$ cat src/logic/sample_conditioner_params.svh
// Width, depth, gain format and clamp window constants for the sample conditioner.
// Include this in every file that needs a sizing constant.
`ifndef SAMPLE_CONDITIONER_PARAMS_SVH
`define SAMPLE_CONDITIONER_PARAMS_SVH

// Signed input and output samples
`define SC_DATA_WIDTH 16
// Signed calibrated value before clamping
`define SC_WIDE_WIDTH 25
// Channel tag width, 8 channels
`define SC_CHANNEL_WIDTH 3
`define SC_USER_WIDTH 8
// Default FIFO depth in words
`define SC_FIFO_DEPTH 16
// Gains are unsigned Q8.8, so 256 is a gain of one
`define SC_GAIN_FRAC 8
// Clamp window applied by the range limiter
`define SC_LIMIT_MAX 30000
`define SC_LIMIT_MIN (-30000)

`endif

$ cat src/logic/sample_conditioner_pkg.sv
// Shared sample, tag and calibration types for the sample conditioner.
// Refer to these by scoped name from the RTL and the testbench.
`include "sample_conditioner_params.svh"

package sample_conditioner_pkg;

    // Raw ADC sample as it enters and leaves the pipeline
    typedef logic signed [`SC_DATA_WIDTH-1:0] sample_t;

    // Calibrated value, wide enough for the worst case offset and gain
    typedef logic signed [`SC_WIDE_WIDTH-1:0] wide_t;

    // Channel tag carried on the dest field of the stream
    typedef logic [`SC_CHANNEL_WIDTH-1:0] channel_t;

    // Free user tag, passed through untouched
    typedef logic [`SC_USER_WIDTH-1:0] user_t;

    // Unsigned gain with SC_GAIN_FRAC fractional bits
    typedef logic [15:0] gain_t;

    // One calibration table entry, gain in the upper half
    typedef struct packed {
        gain_t   gain;
        sample_t offset;
    } cal_entry_t;

endpackage

$ cat src/logic/sample_stream_if.sv
// Valid/ready sample stream carrying data, channel tag, user tag and packet end.
// WIDTH sizes the data field so the same bundle serves narrow and wide stages.
`timescale 1ns/1ps
`include "sample_conditioner_params.svh"

interface sample_stream_if #(
    parameter int WIDTH = `SC_DATA_WIDTH
);

    logic [WIDTH-1:0]                  data;
    sample_conditioner_pkg::channel_t dest;
    sample_conditioner_pkg::user_t    user;
    logic                              last;
    logic                              valid;
    logic                              ready;

    // A word moves on a rising edge where valid and ready are both high.
    // While stalled the producer holds valid and the whole payload steady
    modport source (
        output data,
        output dest,
        output user,
        output last,
        output valid,
        input  ready
    );

    modport sink (
        input  data,
        input  dest,
        input  user,
        input  last,
        input  valid,
        output ready
    );

endinterface

$ cat src/logic/sample_fifo.sv
// Elastic circular-buffer FIFO at the head of the conditioning pipeline.
// Absorbs input bursts and presents the oldest word on its output stream.
`timescale 1ns/1ps
`include "sample_conditioner_params.svh"

module sample_fifo #(
    parameter int DEPTH = `SC_FIFO_DEPTH
) (
    input logic             clock,
    input logic             reset,
    sample_stream_if.sink   in,
    sample_stream_if.source out
);

    localparam int ADDR_WIDTH  = $clog2(DEPTH);
    localparam int COUNT_WIDTH = $clog2(DEPTH + 1);
    // Data, dest, user and last are kept side by side in one word
    localparam int ENTRY_WIDTH = `SC_DATA_WIDTH + `SC_CHANNEL_WIDTH + `SC_USER_WIDTH + 1;

    logic [ENTRY_WIDTH-1:0] storage [DEPTH];
    logic [ADDR_WIDTH-1:0]  write_ptr;
    logic [ADDR_WIDTH-1:0]  read_ptr;
    logic [COUNT_WIDTH-1:0] fill_count;
    logic                   push;
    logic                   pop;

    // Pointers wrap at DEPTH, which need not be a power of two
    function automatic logic [ADDR_WIDTH-1:0] next_ptr(input logic [ADDR_WIDTH-1:0] ptr);
        if (ptr == ADDR_WIDTH'(DEPTH - 1)) begin
            return '0;
        end
        return ptr + 1'b1;
    endfunction

    // Space is free unless every slot is taken
    assign in.ready  = (fill_count != COUNT_WIDTH'(DEPTH));
    assign out.valid = (fill_count != '0);

    assign push = in.valid && in.ready;
    assign pop  = out.valid && out.ready;

    // Head word is read straight from storage so a new word can leave one edge after entry
    assign {out.last, out.user, out.dest, out.data} = storage[read_ptr];

    // Payload storage, written on every accepted word
    always_ff @(posedge clock) begin
        if (push) begin
            storage[write_ptr] <= {in.last, in.user, in.dest, in.data};
        end
    end

    // Pointer and fill tracking, both ends may move in the same cycle
    always_ff @(posedge clock) begin
        if (!reset) begin
            write_ptr  <= '0;
            read_ptr   <= '0;
            fill_count <= '0;
        end else begin
            if (push) begin
                write_ptr <= next_ptr(write_ptr);
            end
            if (pop) begin
                read_ptr <= next_ptr(read_ptr);
            end
            case ({push, pop})
                2'b10:   fill_count <= fill_count + 1'b1;
                2'b01:   fill_count <= fill_count - 1'b1;
                default: fill_count <= fill_count;
            endcase
        end
    end

    // The fill count tracks the pointer distance, so a full buffer has met pointers
    full_pointers_meet: assert property (
        @(posedge clock) disable iff (!reset)
        (fill_count == COUNT_WIDTH'(DEPTH)) |-> (write_ptr == read_ptr)
    );

    // A full FIFO refuses the word and the upstream must keep offering it unchanged
    input_held_when_full: assert property (
        @(posedge clock) disable iff (!reset)
        (in.valid && !in.ready) |=>
            (in.valid && $stable(in.data) && $stable(in.dest)
             && $stable(in.user) && $stable(in.last))
    );

    // A stalled head word stays put until the calibrator takes it
    head_stable_on_stall: assert property (
        @(posedge clock) disable iff (!reset)
        (out.valid && !out.ready) |=>
            (out.valid && $stable(out.data) && $stable(out.dest)
             && $stable(out.user) && $stable(out.last))
    );

endmodule

$ cat src/logic/channel_calibrator.sv
// Per-channel offset and gain correction, one register stage deep.
// The table is written through strobe ports and indexed by each sample's dest tag.
`timescale 1ns/1ps
`include "sample_conditioner_params.svh"

module channel_calibrator (
    input  logic                              clock,
    input  logic                              reset,
    input  logic                              cal_write,
    input  sample_conditioner_pkg::channel_t cal_channel,
    input  sample_conditioner_pkg::gain_t    cal_gain,
    input  sample_conditioner_pkg::sample_t  cal_offset,
    sample_stream_if.sink                     in,
    sample_stream_if.source                   out
);

    localparam int CHANNELS   = 1 << `SC_CHANNEL_WIDTH;
    localparam int GAIN_WIDTH = $bits(sample_conditioner_pkg::gain_t);
    // One extra bit so the offset subtraction cannot wrap
    localparam int DIFF_WIDTH = `SC_DATA_WIDTH + 1;
    // Signed difference times zero-extended gain
    localparam int PROD_WIDTH = DIFF_WIDTH + GAIN_WIDTH + 1;

    sample_conditioner_pkg::cal_entry_t cal_table [CHANNELS];
    sample_conditioner_pkg::cal_entry_t entry;
    sample_conditioner_pkg::wide_t      scaled;
    logic signed [DIFF_WIDTH-1:0]       diff;
    logic signed [PROD_WIDTH-1:0]       product;
    logic                               accept;

    // Calibration table, identity on every channel out of reset.
    // A write lands on the edge so it applies to samples accepted afterwards
    always_ff @(posedge clock) begin
        if (!reset) begin
            for (int i = 0; i < CHANNELS; i++) begin
                cal_table[i].gain   <= GAIN_WIDTH'(1 << `SC_GAIN_FRAC);
                cal_table[i].offset <= '0;
            end
        end else if (cal_write) begin
            cal_table[cal_channel].gain   <= cal_gain;
            cal_table[cal_channel].offset <= cal_offset;
        end
    end

    assign entry = cal_table[in.dest];

    // Sign-extend both operands before subtracting
    assign diff = $signed({in.data[`SC_DATA_WIDTH-1], in.data})
                - $signed({entry.offset[`SC_DATA_WIDTH-1], entry.offset});

    assign product = diff * $signed({1'b0, entry.gain});

    // Dropping the fraction bits of a two's complement value rounds toward minus infinity.
    // The top product bit is only a sign copy for any reachable input
    assign scaled = product[`SC_GAIN_FRAC +: `SC_WIDE_WIDTH];

    // Room exists when the register is empty or is being emptied this cycle
    assign in.ready = !out.valid || out.ready;
    assign accept   = in.valid && in.ready;

    always_ff @(posedge clock) begin
        if (!reset) begin
            out.valid <= 1'b0;
        end else if (accept) begin
            out.valid <= 1'b1;
        end else if (out.ready) begin
            out.valid <= 1'b0;
        end
    end

    // Result register travels with its tags
    always_ff @(posedge clock) begin
        if (accept) begin
            out.data <= scaled;
            out.dest <= in.dest;
            out.user <= in.user;
            out.last <= in.last;
        end
    end

    // The limiter may stall, and the pending result must not change under it
    output_stable_on_stall: assert property (
        @(posedge clock) disable iff (!reset)
        (out.valid && !out.ready) |=>
            (out.valid && $stable(out.data) && $stable(out.dest)
             && $stable(out.user) && $stable(out.last))
    );

endmodule

$ cat src/logic/range_limiter.sv
// Final clamp stage, one register deep, with the sink's own plain output ports.
// Saturates calibrated values to the output window and flags each clipped sample.
`timescale 1ns/1ps
`include "sample_conditioner_params.svh"

module range_limiter (
    input  logic                              clock,
    input  logic                              reset,
    sample_stream_if.sink                     in,
    output sample_conditioner_pkg::sample_t  out_data,
    output sample_conditioner_pkg::channel_t out_dest,
    output sample_conditioner_pkg::user_t    out_user,
    output logic                              out_last,
    output logic                              out_valid,
    input  logic                              out_ready,
    output logic                              out_clipped
);

    sample_conditioner_pkg::wide_t   value;
    sample_conditioner_pkg::sample_t clamped;
    logic                            clip;
    logic                            accept;

    assign value = in.data;

    // Compare against the window in full width before narrowing
    always_comb begin
        if (value > `SC_LIMIT_MAX) begin
            clamped = `SC_DATA_WIDTH'(`SC_LIMIT_MAX);
            clip    = 1'b1;
        end else if (value < `SC_LIMIT_MIN) begin
            clamped = `SC_DATA_WIDTH'(`SC_LIMIT_MIN);
            clip    = 1'b1;
        end else begin
            clamped = value[`SC_DATA_WIDTH-1:0];
            clip    = 1'b0;
        end
    end

    // Same single-slot handshake as the calibrator
    assign in.ready = !out_valid || out_ready;
    assign accept   = in.valid && in.ready;

    always_ff @(posedge clock) begin
        if (!reset) begin
            out_valid   <= 1'b0;
            out_clipped <= 1'b0;
        end else if (accept) begin
            out_valid   <= 1'b1;
            out_clipped <= clip;
        end else if (out_ready) begin
            out_valid   <= 1'b0;
            out_clipped <= 1'b0;
        end
    end

    // Tags pass through unchanged next to the clamped value
    always_ff @(posedge clock) begin
        if (accept) begin
            out_data <= clamped;
            out_dest <= in.dest;
            out_user <= in.user;
            out_last <= in.last;
        end
    end

endmodule

$ cat src/logic/sample_conditioner_top.sv
// Top level of the sample conditioner: FIFO, calibrator and limiter in a row.
// Streams and calibration writes are exposed as plain ports for the integrator.
`timescale 1ns/1ps
`include "sample_conditioner_params.svh"

module sample_conditioner_top (
    input  logic                              clock,
    input  logic                              reset,

    // Input sample stream
    input  sample_conditioner_pkg::sample_t  in_data,
    input  sample_conditioner_pkg::channel_t in_dest,
    input  sample_conditioner_pkg::user_t    in_user,
    input  logic                              in_last,
    input  logic                              in_valid,
    output logic                              in_ready,

    // Calibration table writes
    input  logic                              cal_write,
    input  sample_conditioner_pkg::channel_t cal_channel,
    input  sample_conditioner_pkg::gain_t    cal_gain,
    input  sample_conditioner_pkg::sample_t  cal_offset,

    // Conditioned output stream
    output sample_conditioner_pkg::sample_t  out_data,
    output sample_conditioner_pkg::channel_t out_dest,
    output sample_conditioner_pkg::user_t    out_user,
    output logic                              out_last,
    output logic                              out_valid,
    output logic                              out_clipped,
    input  logic                              out_ready
);

    // The FIFO's input port needs a bundle, so the plain inputs are gathered into one
    sample_stream_if #(.WIDTH(`SC_DATA_WIDTH)) in_stream ();
    sample_stream_if #(.WIDTH(`SC_DATA_WIDTH)) fifo_to_cal ();
    sample_stream_if #(.WIDTH(`SC_WIDE_WIDTH)) cal_to_lim ();

    assign in_stream.data  = in_data;
    assign in_stream.dest  = in_dest;
    assign in_stream.user  = in_user;
    assign in_stream.last  = in_last;
    assign in_stream.valid = in_valid;
    assign in_ready        = in_stream.ready;

    sample_fifo #(
        .DEPTH (`SC_FIFO_DEPTH)
    ) fifo_i (
        .clock (clock),
        .reset (reset),
        .in    (in_stream.sink),
        .out   (fifo_to_cal.source)
    );

    channel_calibrator calibrator_i (
        .clock       (clock),
        .reset       (reset),
        .cal_write   (cal_write),
        .cal_channel (cal_channel),
        .cal_gain    (cal_gain),
        .cal_offset  (cal_offset),
        .in          (fifo_to_cal.sink),
        .out         (cal_to_lim.source)
    );

    range_limiter limiter_i (
        .clock       (clock),
        .reset       (reset),
        .in          (cal_to_lim.sink),
        .out_data    (out_data),
        .out_dest    (out_dest),
        .out_user    (out_user),
        .out_last    (out_last),
        .out_valid   (out_valid),
        .out_ready   (out_ready),
        .out_clipped (out_clipped)
    );

endmodule

$ cat config.mk
export PLATFORM = sky130hd
export DESIGN_NAME = sample_conditioner_top
export DESIGN_NICKNAME = d
export VERILOG_FILES = /design/src/logic/sample_conditioner_pkg.sv /design/src/logic/sample_stream_if.sv /design/src/logic/sample_fifo.sv /design/src/logic/channel_calibrator.sv /design/src/logic/range_limiter.sv /design/src/logic/sample_conditioner_top.sv
export VERILOG_INCLUDE_DIRS = /design/src /design/src/logic
export SDC_FILE = /design/constraint.sdc
export NUM_CORES = 2
export LEC_CHECK = 0
export ABC_AREA = 1
export BUFFER_PORTS_ARGS = -buffer_cell sky130_fd_sc_hd__buf_2
export CAP_MARGIN = 20
export CORE_MARGIN = 2
export CORE_UTILIZATION = 64
export DETAILED_ROUTE_END_ITERATION = 10
export GPL_TIMING_DRIVEN = 0
export PLACE_DENSITY = 0.82
export SLEW_MARGIN = 20
export SYNTH_ARGS = -nofsm -noshare
export SYNTH_HDL_FRONTEND = slang
export SYNTH_SLANG_ARGS = --single-unit
$ cat constraint.sdc
create_clock -name clock -period 9.2 [get_ports clock]
set_clock_uncertainty 0.05 [all_clocks]
set_input_delay 1.84 -clock clock [delete_from_list [all_inputs] [get_ports clock]]
set_output_delay 1.84 -clock clock [all_outputs]
set_load 0.01 [all_outputs]
* After elaboration in Yosys (flattened, before gate mapping) *
Memories as Yosys holds them, arrays and structs flattened. A register that Yosys moved wholly into a read port is not among the register bits.
Cells that the tools add are included.

cells by class
  order comparisons = 2
  multiply operators = 1
  reductions and logical operators = 13
  $add $sub $neg = 5
  equal/unequal tests = 5
  muxes and demuxes = 30

operators by type and width
  operator                                                          number
  multiplier 17 x 17 -> 33 bit                                      1
  two-way mux 32 bit                                                1
  OR reduction 32 bit                                               1
  greater-than comparator 25 x 16 -> 1 bit (second input constant)  1
  less-than comparator 25 x 16 -> 1 bit (second input constant)     1
  two-way mux 4 bit                                                 6
  two-way mux 1 bit                                                 20
  subtractor 16 x 16 -> 17 bit                                      1
  two-way mux 16 bit                                                1
  one-hot mux 5 bit (2 select lines)                                1
  adder 4 x 1 -> 4 bit (second input constant)                      2
  equality test 4 bit (second input constant)                       2
  nonzero test 2 bit                                                3
  adder 5 x 1 -> 5 bit (second input constant)                      1
  != test 5 bit (second input constant)                             1
  nonzero test 5 bit                                                1
  subtractor 5 x 1 -> 5 bit (second input constant)                 1
  logical AND 1 bit                                                 3
  two-way mux 3 bit                                                 1
  equality test 2 x 1 -> 1 bit (second input constant)              1
  equality test 2 bit (second input constant)                       1
  zero test 1 bit                                                   2
  logical OR 1 bit                                                  2
  OR reduction 2 bit                                                1

storage, ports and cells
  memories kept = 2
  logic and storage cells = 73
  bits of input ports = 68
  register bits after elaboration = 81
  RAM bits = 704

memory list
  name                    depth  bits a word  rd ports  clocked after Yosys merged registers in  wr ports  line                      RTL
  fifo_i.storage          16     28           1         1                                        1         sample_fifo.sv:20         logic [ENTRY_WIDTH-1:0] storage [DEPTH];
  calibrator_i.cal_table  8      32           1         0                                        8         channel_calibrator.sv:24  sample_conditioner_pkg::cal_entry_t cal_table [CHANNELS];

* Logic depth before layout (Yosys ltp) *
  depth after elaboration = 9
  depth in mapped cells = 52
  depth with buffers taken out = 48

* Cells and area by module *
From an unflattened synthesis, not the netlist that was laid out.

second synthesis, totals
  cell total of the unflattened synthesis = 4415
  area total of the unflattened synthesis = 44984.4 sq um

by module, submodules not included
  module              area an instance (sq um)  instances  cells each
  channel_calibrator  24343.3                   1          2731
  sample_fifo         19306.0                   1          1554
  range_limiter       1335.0                    1          130

* Least setup slack after synthesis *
Ideal clock, no wire load.

  path kind = flip-flop to flip-flop
  start = register (tool-made name)
  end = register calibrator_i.out.data[18] (data pin)
  buffers on the path = 6
  required time = 8.898 ns
  stages on the path, launching flop included = 50
  clock period less this slack = 8.329 ns
  arrival = 8.027 ns
  path slack = 0.871 ns
  cell sequence = dfxtp_1 buf_6 buf_4 nand2_1 nand3_2 nand3_2 nand3_4 nand2_4 buf_6 buf_6 clkbuf_1 o21ai_0 o211ai_1 o21ai_1 ha_1 a21oi_1 nand2_1 nand2_1 (+14 left out) fa_1 inv_1 fa_1 inv_1 fa_1 inv_1 fa_1 inv_1 ha_1 nand2_1 nor2_1 nand4_1 o211ai_1 a21oi_1 inv_1 nand2_1 nand3_1 nand2_1

RTL lines
  element               line                      RTL
  end signal, assigned  channel_calibrator.sv:74  out.data <= scaled;
  end, declared         sample_stream_if.sv:20    output data,

==> results.py <==
metrics = {
    "global_routing": {
        "antenna_found_initial": 4,
        "grt_max_degree": 29,
        "grt_first_pass_wirelength_mm": 187,
        "globalRouteOverflowTotal": 0,
        "grt_pass1_vias": 32700,
        "track_usage_pct": 35.7,
    },
    "yosys": {
        "synth.area.top_cells": "edfxtp_1 53%, fa_1 12%, nor2_1 6.2%",
        "ys_types": 48,
        "netlist_area_sq_um": 43400,
        "avgSynthCellArea_sq_um": 10.6,
        "synth_warnings": 0,
        "synthCells": 4080,
        "ys_ff_latch": 789,
        "yosys.area.top_type": "edfxtp_1",
        "synth_top_area_share_pct": 53.2,
        "seq_area_frac_synth_pct": 54.1,
        "synth_nets": 4525,
    },
    "placement": {
        "hpwlAfterDp_mm": 85.7,
        "pre_cts_slack_ns": -1.48,
        "place_inst": 5076,
        "place_congestion": 0.998,
        "place_area_sq_um": 45700,
        "port_buffers": 97,
    },
    "cells_and_area": {
        "seq_area_sq_um": 23500,
        "instances_no_fill": 5260,
        "final_cell_area_sq_um": 49500,
        "drive_above_1_share_pct": 13.4,
        "layout_common_cells": "769 x edfxtp_1, 696 x nor2_1, 528 x nand2_1, 518 x inv_1, 282 x o21ai_0",
        "fill_cells": 4102,
        "mostFrequentLayoutCell": "edfxtp_1",
        "area_delta_synth_final_pct": 14.1,
        "multiInputGateArea_sq_um": 17600,
        "nNetsFinal": 4764,
    },
    "clock_tree": {
        "insertion_delay_ns": 0.66,
        "cts-buffers-inserted": 79,
        "root_buffer": "clkbuf_16",
        "h-tree-depth": 3,
        "cts_tree": "yes",
        "path_clk_slew_ns": 0.06,
        "clkSinkCount": 789,
        "clk_path_buf_depth": 3,
    },
    "timing": {
        "setup_violations": 0,
        "period_minus_slack_ns": 9.05,
        "grt_setup_unrepaired": "true",
        "hold_viol": 0,
        "tns_ns": 0,
        "fin_ws_ns": 0.150,
        "tightest_slew_ns": 1.12,
        "fin_crit_sh_pct": 98.4,
        "timing.final.max_slew_violations": 0,
        "timing.fmax_ghz": 0.110,
        "slew_headroom_pct": 25.6,
    },
    "drt": {
        "dr.first_iter.drc_count": 5330,
        "met1_length_mm": 43.1,
        "wl_met2_mm": 57.7,
        "antenna_left": 0,
        "detail_route.wl_per_cell_um": 24.1,
        "vias_per_cell": 6.30,
        "drc_errors": 0,
        "wl_met3_mm": 19.3,
        "routed_wl_mm": 127,
        "dr.max_layer_used": "met5",
        "num_vias": 33100,
        "dr.pass1.iters": 8,
    },
    "floorplanning": {
        "fp.coreArea_sq_um": 67200,
        "die-area_sq_um": 69900,
        "placementRows": 95,
        "ioPinCount": 99,
        "die_w_um": 264,
        "dieHeight_um": 264,
        "initial_utilization_pct": 64.6,
    },
    "worst_setup_path": {
        "worstPathRequired_ns": 9.54,
        "critPathTopFamily": "adder cells",
        "critPathMaxStageDelay_ns": 0.65,
        "worstPathArrival_ns": 9.39,
        "cpMaxStageDelayCell": "fa_2",
        "cp_common_cell": "nand2_1",
        "worst-path-max-fanout": 10,
        "crit_buf_inv": 9,
        "crit_path_start_kind": "flop",
        "cp-end-kind": "flop",
        "criticalPathCategory": "reg2reg",
    },
    "job": {
        "drv_cap": 0,
    },
    "outcome": {
        "outcome": "completed",
    },
    "min_path": {
        "hp-class": "reg2reg",
    },
}
## stage by stage
stage / util [%] / hold slack (ns)
after floorplan: - / 0.350
after global placement: 67.0 / 0.351
after detailed placement: 68.1 / 0.358
after CTS: 72.6 / 0.374
after global routing: 73.7 / 0.377
final: 73.7 / 0.374
## registers in the layout, summed over array words and instances, names as in the netlist, 3 cells and up, named ones only
signal,cells
calibrator_i.cal_table,256
calibrator_i.out.data,25
calibrator_i.out.dest,3
calibrator_i.out.user,8
fifo_i.fill_count,5
fifo_i.read_ptr,4
fifo_i.storage,448
fifo_i.write_ptr,4
limiter_i.out_data,16
limiter_i.out_dest,3
limiter_i.out_user,8
## metal layers
layer | vias up | GRT usage (%)
met5 | - | 0
met4 | 2 | 17.1
met3 | 558 | 10.1
met2 | 2773 | 55.6
met1 | 15700 | 46.8
li1 | 14100 | -
## cell usage after synthesis, drive strengths merged
library cell / n
a211oi: 2
nand4: 9
nand2: 565
clkinv: 2
or2: 5
o22ai: 29
buf: 85
and2: 1
xor2: 37
o21ai: 321
o21bai: 8
a21boi: 4
edfxtp: 769
o31ai: 2
nor2: 723
a31o: 1
ha: 110
o21a: 3
inv: 539
nand3: 198
o221a: 1
a2111o: 1
o211ai: 44
fa: 267
o221ai: 75
a21oi: 93
clkbuf: 107
xnor2: 23
nor3: 14
nand3b: 5
nor4: 5
a22o: 1
dfxtp: 20
a21o: 4
a31oi: 6
o2111ai: 1
## kinds of logic after synthesis
family,count (synthesis),share of synthesized area [%]
simple gates,1525,14.2
xor+xnor,60,1.21
buf+inv,733,6.89
flops,789,54.1
compound gates,596,8.07
fa+ha+maj,377,15.5
## timing repair
item,CTS,global route
pin swaps,7,47
setup buffers,12,30
gates cloned,0,1
gates resized for setup,131,199
setup endpoints to repair,23,22
hold buffers,0,0
## worst reg2reg max path: cells and delay by family (launching register included)
| kind | cells | cell delay, ns |
|---|---|---|
| buffers and inverters | 9 | 1.70 |
| AO/OA/AOI/OAI | 7 | 1.15 |
| AND/OR/NAND/NOR | 11 | 1.52 |
| adder cells (fa/ha/maj) | 8 | 3.97 |
| flip-flops | 1 | 0.43 |
## worst paths after layout
path                             from                        end  slack [ns]  cells past startpoint
max                              flop  calibrator_i.out.data[23]        0.15                     35
min          calibrator_i.out.user[6]      limiter_i.out_user[6]        0.37                      0
max reg2reg                      flop  calibrator_i.out.data[23]        0.15                     35
min reg2reg  calibrator_i.out.user[6]      limiter_i.out_user[6]        0.37                      0
## layout make-up
class / instances / share of cell area [%]
diodes: 7 / 0.0354
repair buffers: 165 / 2.85
clock buffers: 95 / 4.20
well taps: 873 / 2.21
plain buffers: 184 / 2.49
clock inverters: 47 / 1.06
inverters: 541 / 4.15
multi-input cells: 2559 / 35.6
flip-flops and latches: 789 / 47.4
Power is not shown: default switching activity piles up to over one toggle a cycle in this logic, so the estimate is an artifact.
